`config.mk`:
```
export PLATFORM = sky130hd
export DESIGN_NAME = m_issue
export DESIGN_NICKNAME = d
export VERILOG_FILES = /design/src/muldiv_pkg.sv /design/src/m_issue.sv
export SDC_FILE = /design/constraint.sdc
export NUM_CORES = 1
export LEC_CHECK = 0
export ABC_AREA = 1
export BUFFER_PORTS_ARGS = -buffer_cell sky130_fd_sc_hd__buf_2
export CORE_ASPECT_RATIO = 0.5
export CORE_MARGIN = 1.5
export CORE_UTILIZATION = 43
export CTS_CLUSTER_DIAMETER = 80
export CTS_CLUSTER_SIZE = 40
export DETAILED_ROUTE_END_ITERATION = 8
export PLACE_DENSITY = 0.84
export SYNTH_ARGS = -nofsm -noshare
export SYNTH_HDL_FRONTEND = slang
export SYNTH_SLANG_ARGS = --single-unit
```
`constraint.sdc`:
```
create_clock -name clk -period 1.6 [get_ports clk]
set_input_delay 0.24 -clock clk [delete_from_list [all_inputs] [get_ports clk]]
set_output_delay 0.24 -clock clk [all_outputs]
set_load 0.02 [all_outputs]
```
`src/muldiv_pkg.sv`:
```
// Shared widths, types and RV32M opcode constants; imported by every RTL stage of the M slice
`default_nettype none

package muldiv_pkg;

    // Integer register width
    localparam int XLEN = 32;

    // Register index width, enough for 32 architectural registers
    localparam int REG_IDX_W = 5;

    // Instruction word width
    localparam int INSTR_W = 32;

    typedef logic [XLEN-1:0]      xlen_t;
    typedef logic [REG_IDX_W-1:0] reg_idx_t;
    typedef logic [INSTR_W-1:0]   instr_t;

    // M-extension operations
    // The code order follows funct3, offset by one
    typedef enum logic [3:0] {
        M_OP_NONE   = 4'd0,
        M_OP_MUL    = 4'd1,
        M_OP_MULH   = 4'd2,
        M_OP_MULHSU = 4'd3,
        M_OP_MULHU  = 4'd4,
        M_OP_DIV    = 4'd5,
        M_OP_DIVU   = 4'd6,
        M_OP_REM    = 4'd7,
        M_OP_REMU   = 4'd8
    } m_op_e;

    // Major opcode of register-register instructions
    localparam logic [6:0] OPC_OP = 7'b0110011;

    // funct7 that selects the M-extension within OPC_OP
    localparam logic [6:0] FUNCT7_MULDIV = 7'b0000001;

endpackage

`default_nettype wire

```
`src/m_issue.sv`:
```
// Issue stage: decodes an incoming instruction into an M operation and registers it for muldiv
`timescale 1ns/1ps
`default_nettype none

module m_issue import muldiv_pkg::*; (
    input  wire logic     clk,
    input  wire logic     rst_n,
    input  wire logic     flush_i,
    input  wire logic     instr_valid_i,
    input  wire instr_t   instr_i,
    input  wire xlen_t    rs1_data_i,
    input  wire xlen_t    rs2_data_i,
    output logic          issue_valid_o,
    output m_op_e         issue_op_o,
    output xlen_t         issue_op1_o,
    output xlen_t         issue_op2_o,
    output reg_idx_t      issue_rd_o
);

    m_op_e dec_op;
    logic  dec_is_m;

    assign dec_is_m = (instr_i[6:0] == OPC_OP) && (instr_i[31:25] == FUNCT7_MULDIV);

    // funct3 picks one of the eight M operations
    always_comb begin
        dec_op = M_OP_NONE;
        if (dec_is_m) begin
            case (instr_i[14:12])
                3'b000: dec_op = M_OP_MUL;
                3'b001: dec_op = M_OP_MULH;
                3'b010: dec_op = M_OP_MULHSU;
                3'b011: dec_op = M_OP_MULHU;
                3'b100: dec_op = M_OP_DIV;
                3'b101: dec_op = M_OP_DIVU;
                3'b110: dec_op = M_OP_REM;
                3'b111: dec_op = M_OP_REMU;
            endcase
        end
    end

    // Strobe is killed by flush, including an instruction arriving with it
    always_ff @(posedge clk) begin
        if (!rst_n || flush_i) begin
            issue_valid_o <= 1'b0;
        end else begin
            issue_valid_o <= instr_valid_i && (dec_op != M_OP_NONE);
        end
    end

    always_ff @(posedge clk) begin
        if (instr_valid_i) begin
            issue_op_o  <= dec_op;
            issue_op1_o <= rs1_data_i;
            issue_op2_o <= rs2_data_i;
            issue_rd_o  <= instr_i[11:7];
        end
    end

    a_issue_op_known: assert property (@(posedge clk) disable iff (!rst_n)
        issue_valid_o |-> (issue_op_o != M_OP_NONE));

endmodule

`default_nettype wire

```
# After elaboration in Yosys (flattened, before gate mapping)
# Memory sizes are Yosys's and may differ from the RTL's.
# Cells that the tools add are included.
# word_totals
latch_bits	0
reg_bits	74
romBits	32
mem_count	1
out_inout_bits	74
word_cells	14
ramBits	0
# classes
n_bitwise	0
n_div	0
muxes	1
reduce_logical	5
eq_ne	2
shift	0
addsub	0
multipliers	0
magnitude_cmp	0
# mem_list
name	depth	word_bits	rd	rd_clocked_by_memory_dff	wr	line_no	rtl
(name not given)	8	4	1	0	0	m_issue.sv:29	case (instr_i[14:12])
# ops
operator	count
equality test 7 x 1 -> 1 bit (second input constant)	1
equality test 7 x 6 -> 1 bit (second input constant)	1
two-way mux 4 bit	1
nonzero test 4 bit	1
logical AND 1 bit	2
logical NOT 1 bit	1
logical OR 1 bit	1

# Logic depth before layout (Yosys ltp)
# Gate-level depths: netlist of the first run.
# logic_depth
depth_word	5
mapped_depth	6
mapped_depth_nobuf	6

# Worst setup path before layout of the first run
# OpenSTA, ideal clock, no wires.
# synth_timing
path_kind	input -> register
start	input port instr_i[3]
end	register issue_op_o[2] (data pin)
path_slack_ns	0.673
path_stages	4
arrival_ns	0.781
required_ns	1.454
path_cell_list	or2_4 > nor2_4 > nand2_1 > a21oi_1
# synth_via
elab_chain_len	3
# synth_rtl
item	line_no	rtl
start, declared	m_issue.sv:10	input wire instr_t instr_i,
equality test 7 x 6 -> 1 bit	m_issue.sv:23	assign dec_is_m = (instr_i[6:0] == OPC_OP) && (instr_i[31:25] == FUNCT7_MULDIV);
logical AND 1 bit	m_issue.sv:23	
two-way mux 4 bit	m_issue.sv:28	if (dec_is_m) begin
named net dec_op[2]	m_issue.sv:20	m_op_e dec_op;
end signal, assigned	m_issue.sv:53	issue_op_o <= dec_op;
end, declared	m_issue.sv:14	output m_op_e issue_op_o,
# The timed path passes the listed nets, and every way through them passes these cells.
# A chain may end at the register's enable or synchronous reset.

# Final worst setup path of the first run
# layout_timing
start	register issue_op1_o[0]
end	output port issue_op1_o[0]
# layout_rtl
item	line_no	rtl
start, declared	m_issue.sv:15	output xlen_t issue_op1_o,
start signal, assigned	m_issue.sv:54	issue_op1_o <= rs1_data_i;
# No word-level cell between the ends.

==> results.json, run 1 <==
{
  "drt-vias-per-instance": 4.47,
  "grt_usage": 0.173,
  "dp_slack_ns": 0.454,
  "max_freq_mhz": 878,
  "setup.worst_path.end_class": "output pin",
  "maxSlewHeadroom": 0.747,
  "synth-compound-area-share": 0.0120,
  "synthAdderAreaFrac": 0.0105,
  "finalNonFillerCells": 359,
  "ant_nets": 0,
  "dieArea_sq_um": 6050,
  "place_area_sq_um": 3320,
  "fillers": 382,
  "hold_viol": 0,
  "drt_drc_violations_left": 0,
  "setup_slack_ns": 0.461,
  "clock-sinks": 74,
  "path_delay_family": "flip-flops",
  "antenna_found_initial": 0,
  "synth_cells": 109,
  "hold_buffers": 0,
  "peakVddDrop_v": 0.000528,
  "cts_tree": "yes",
  "num_vias": 1605,
  "grt_pass1_vias": 1609,
  "synth.mux.area_fraction": 0,
  "tightest_slew_ns": 0.379,
  "final_cell_area_sq_um": 3530,
  "die_w_um": 109,
  "syn_avg_cell_area_sq_um": 22.0,
  "whs_ns": 0.0821,
  "rows": 18,
  "wl_per_cell_um": 14.5,
  "layout-drive-gt1-share": 0.630,
  "path_max_fanout": 1,
  "drtIter0Drc": 67,
  "power.density_nw_per_um2": 1220,
  "core_sq_um": 5130,
  "area_growth_pct": 47.3,
  "gr-total-overflow": 0,
  "leakagePower_nw": 1.58,
  "grt_pass1_wl_um": 7510,
  "htree_levels": 3,
  "start_util": 0.466,
  "cts_buffer_depth": 2,
  "dp_hpwl_um": 3960,
  "path_clk_slew_ns": 0.07,
  "cts_root_buffer": "clkbuf_8",
  "slew_viol_final": 0,
  "cp_cell_sequence": "buf_2",
  "start_kind": "flip-flop",
  "cp.arrival_ns": 0.90,
  "synthesis.nets": 211,
  "worst-endpoint-required_ns": 1.36,
  "ios": 174,
  "path_buf_inv": 1,
  "grt_max_degree": 75,
  "rsz0062_at_grt": "no",
  "min_period_ns": 1.14,
  "nNetsFinal": 386,
  "cts-resized-gates": 0,
  "synth_top_family_by_area": "simple AND/OR/NAND/NOR gates",
  "status": "completed",
  "setup_tns_ns": 0,
  "numCtsBuffers": 9,
  "slowest_delay_ns": 0.39,
  "yosysWarnings": 0,
  "hold_path.class": "in2reg",
  "max-cap-violations": 0,
  "placed_cells": 343,
  "synth-seq-cells": 74,
  "path_class": "reg2out",
  "synth-simple-area-share": 0.0408,
  "port_buffers": 163,
  "postCtsSetupBuffers": 0,
  "synth_cell_types": 13,
  "drt_pre_antenna_iters": 4,
  "yosysSeqAreaShare": 0.924,
  "cp_slowest_cell": "edfxtp_1",
  "die_h_um": 55.8,
  "setup_viol": 0,
  "gp_congestion": 0.727,
  "wl_um": 5210,
  "synth_xor_area_frac": 0,
  "insertedDiodeCount": 0,
  "period_share": 0.712,
  "syn_area_sq_um": 2390
}
==> metal layers <==
| layer | global-route usage | share of wire | vias to the layer above |
|---|---|---|---|
| li1 | - | - | 754 |
| met1 | 0.156 | 0.34 | 790 |
| met2 | 0.342 | 0.59 | 57 |
| met3 | 0.0609 | 0.052 | 4 |
| met4 | 0.0752 | 0.0096 | 0 |
| met5 | 0 | 0 | - |
==> cells in the mapped netlist <==
library cell	count	area share
a21oi_1	1	0.0021
a21oi_2	1	0.0037
dfxtp_1	1	0.0084
edfxtp_1	73	0.92
ha_1	2	0.010
inv_1	8	0.013
nand2_1	10	0.016
nand3b_1	1	0.0031
nor2_1	7	0.011
nor2_2	1	0.0026
nor2_4	1	0.0047
o211ai_1	2	0.0063
or2_4	1	0.0037
==> area by class of cell <==
| type | instances | area, sq um | area share |
|---|---|---|---|
| well taps | 70 | 87.6 | 0.0248 |
| repair buffers | 164 | 836 | 0.237 |
| multi-input cells | 27 | 151 | 0.0429 |
| flip-flops and latches | 74 | 2210 | 0.627 |
| inverters | 8 | 30.0 | 0.00852 |
| clock inverters | 6 | 81.3 | 0.0231 |
| clock buffers | 10 | 128 | 0.0362 |
==> worst paths after layout <==
path	start	endpoint	slack [ns]	cells past startpoint
worst min-delay path	rs2_data_i[13]	issue_op2_o[13]	0.08	1
worst max-delay path	issue_op1_o[0]	issue_op1_o[0]	0.46	1
==> power breakdown <==
part,internal (mW),switching [mW]
clock,0.867,0.610
sequential,2.29,0.0361
combinational,0.183,0.317
total,3.34,0.963
==> flip-flops by register name (all words and copies together) (netlist names) <==
signal and flops:
issue_op2_o 32, issue_op_o 4, issue_rd_o 5, issue_op1_o 32, issue_valid_o 1
==> cells in the final DEF, fill, tap and decap left out <==
cell	instances
a21oi_1	1
a21oi_2	1
buf_12	1
buf_2	163
bufinv_16	2
clkbuf_1	1
clkbuf_8	9
clkinv_1	1
clkinv_2	2
clkinvlp_4	1
dfxtp_1	1
edfxtp_1	73
ha_1	2
inv_1	8
nand2_1	10
nand3b_1	1
nor2_1	7
nor2_2	1
nor2_4	1
o211ai_1	2
or2_4	1
==> stage by stage <==
| stage | util | total power [mW] |
|---|---|---|
| 4_1_cts | 0.687 | 4.35 |
| 3_3_place_gp | 0.646 | 2.85 |
| 2_1_floorplan | - | 2.59 |
| 3_5_place_dp | 0.646 | 2.88 |
| 6_report | 0.687 | 4.31 |
| 5_1_grt | 0.687 | 4.45 |
==> cells by family (layout without fill, tap and decap cells) <==
kind of cell	count (synthesis)	after routing
buf+inv	8	188
compound gates	4	4
flops	74	74
simple gates	21	21
fa+ha+maj	2	2
Note: power is estimated with default switching activity, not from simulation.
==> run 2, diff against run 1 <==
--- a/config.mk
+++ b/config.mk
@@ -9,11 +9,11 @@
 export BUFFER_PORTS_ARGS = -buffer_cell sky130_fd_sc_hd__buf_2
 export CORE_ASPECT_RATIO = 0.5
 export CORE_MARGIN = 1.5
-export CORE_UTILIZATION = 43
+export CORE_UTILIZATION = 40
 export CTS_CLUSTER_DIAMETER = 80
 export CTS_CLUSTER_SIZE = 40
 export DETAILED_ROUTE_END_ITERATION = 8
-export PLACE_DENSITY = 0.84
+export PLACE_DENSITY = 0.79
 export SYNTH_ARGS = -nofsm -noshare
 export SYNTH_HDL_FRONTEND = slang
 export SYNTH_SLANG_ARGS = --single-unit
==> constraint.sdc (replaced) <==
create_clock -name clk -period 1.2 [get_ports clk]
set_input_delay 0.18 -clock clk [delete_from_list [all_inputs] [get_ports clk]]
set_output_delay 0.18 -clock clk [all_outputs]
set_load 0.02 [all_outputs]
==> results.json, run 2 (synthesis gave the netlist of run 1 again) <==
{
  "status": "finished with violations",
  "violations": "design-rule violations",
  "wl_um": 5400,
  "tightest_slew_ns": 0.253,
  "cts_buffer_depth": 2,
  "antenna_found_initial": 0,
  "max_freq_mhz": 942,
  "layout-drive-gt1-share": 0.638,
  "setup.worst_path.end_class": "output pin",
  "numCtsBuffers": 9,
  "final_common_cell": "buf_2",
  "cts_root_buffer": "clkbuf_16",
  "drt_drc_violations_left": 3,
  "dieArea_sq_um": 6490,
  "path_class": "reg2out",
  "drt_pre_antenna_iters": 6,
  "hold_buffers": 0,
  "postLayoutCoreUtil": 0.656,
  "die_w_um": 112,
  "power_mw": 6.85,
  "wl_per_cell_um": 14.9,
  "dp_hpwl_um": 4060,
  "nNetsFinal": 387,
  "period_share": 0.885,
  "port_buffers": 163,
  "setup.worst_path.start": "issue_op1_o[10]",
  "hold_path_startpoint": "rs1_data_i[21]",
  "core_sq_um": 5630,
  "hold_viol": 0,
  "grt_max_degree": 39,
  "grt_pass1_vias": 1701,
  "path_buf_inv": 1,
  "slew_viol_final": 0,
  "setup_tns_ns": 0,
  "drt-vias-per-instance": 4.43,
  "start_kind": "flip-flop",
  "htree_levels": 3,
  "ant_nets": 0,
  "rows": 19,
  "slowest_delay_ns": 0.39,
  "grt_pass1_wl_um": 8010,
  "power.density_nw_per_um2": 1850,
  "gr-total-overflow": 0,
  "max-cap-violations": 0,
  "gp_congestion": 0.751,
  "peakVddDrop_v": 0.000908,
  "clock-sinks": 74,
  "postCtsSetupBuffers": 0,
  "setup_viol": 0,
  "worst-endpoint-required_ns": 1.02,
  "grt_usage": 0.169,
  "cp_cell_sequence": "buf_2",
  "cp.arrival_ns": 0.88,
  "insertedDiodeCount": 0,
  "cp_slowest_cell": "edfxtp_1",
  "path_delay_family": "flip-flops",
  "die_h_um": 57.7,
  "rsz0062_at_grt": "no",
  "leakagePower_nw": 1.66,
  "num_vias": 1608,
  "drtIter0Drc": 98,
  "cts_tree": "yes",
  "path_clk_slew_ns": 0.06,
  "cts-resized-gates": 0,
  "maxSlewHeadroom": 0.830,
  "start_util": 0.425,
  "ios": 174,
  "min_period_ns": 1.06,
  "final_cell_mix": "buf_2, edfxtp_1, nand2_1, clkbuf_16, inv_1",
  "area_growth_pct": 54.3,
  "largest_registers": "issue_op1_o: 32 flops, issue_op2_o: 32 flops, issue_rd_o: 5 flops",
  "path_max_fanout": 1,
  "hold_path.class": "in2reg"
}
run 2: changes by cell type in the layout (fill, tap and decap cells not counted):
cell	previous run	this run
buf_12	1	2
bufinv_16	2	3
clkbuf_1	1	0
clkbuf_16	0	9
clkbuf_8	9	2
clkinv_1	1	0
clkinvlp_4	1	0
run 2: report_power, final:
group	leakage [nW]	total, mW	switching [mW]	internal (mW)
Clock	0.176	3.06	0.925	2.13
Sequential	0.721	3.10	0.0455	3.06
Combinational	0.764	0.681	0.430	0.251
Total	1.66	6.85	1.40	5.45
run 2: through the flow:
| step | instances | setup WS (ns) | hold slack (ns) | area [sq um] |
|---|---|---|---|---|
| after CTS | 363 | 0.132 | 0.0232 | 3690 |
| after detailed placement | 347 | 0.0888 | 0.358 | 3340 |
| final | 363 | 0.138 | 0.0353 | 3690 |
| after global routing | 363 | 0.106 | 0.0148 | 3690 |
| after global placement | 347 | 0.176 | 0.356 | 3340 |
| after floorplan | 109 | 0.333 | 0.279 | 2390 |
run 2: layer usage:
layer	vias up	track usage	routed length (um)
li1	759	-	-
met5	-	0	0
met3	8	0.0607	228
met1	783	0.168	1820
met4	0	0.0705	93
met2	58	0.329	3250
run 2: final timing paths:
check	to	slack (ns)	cells past startpoint
worst min-delay path	issue_op1_o[21]	0.04	1
worst max-delay path	issue_op1_o[10]	0.14	1
run 2: area by class of cell:
cell class,count,area [sq um]
Clock inverter,5,100
Multi-Input combinational cell,27,151
Timing Repair Buffer,165,856
Fill cell,400,1940
Sequential cell,74,2210
Clock buffer,11,253
Tap cell,73,91.3
Inverter,8,30.0
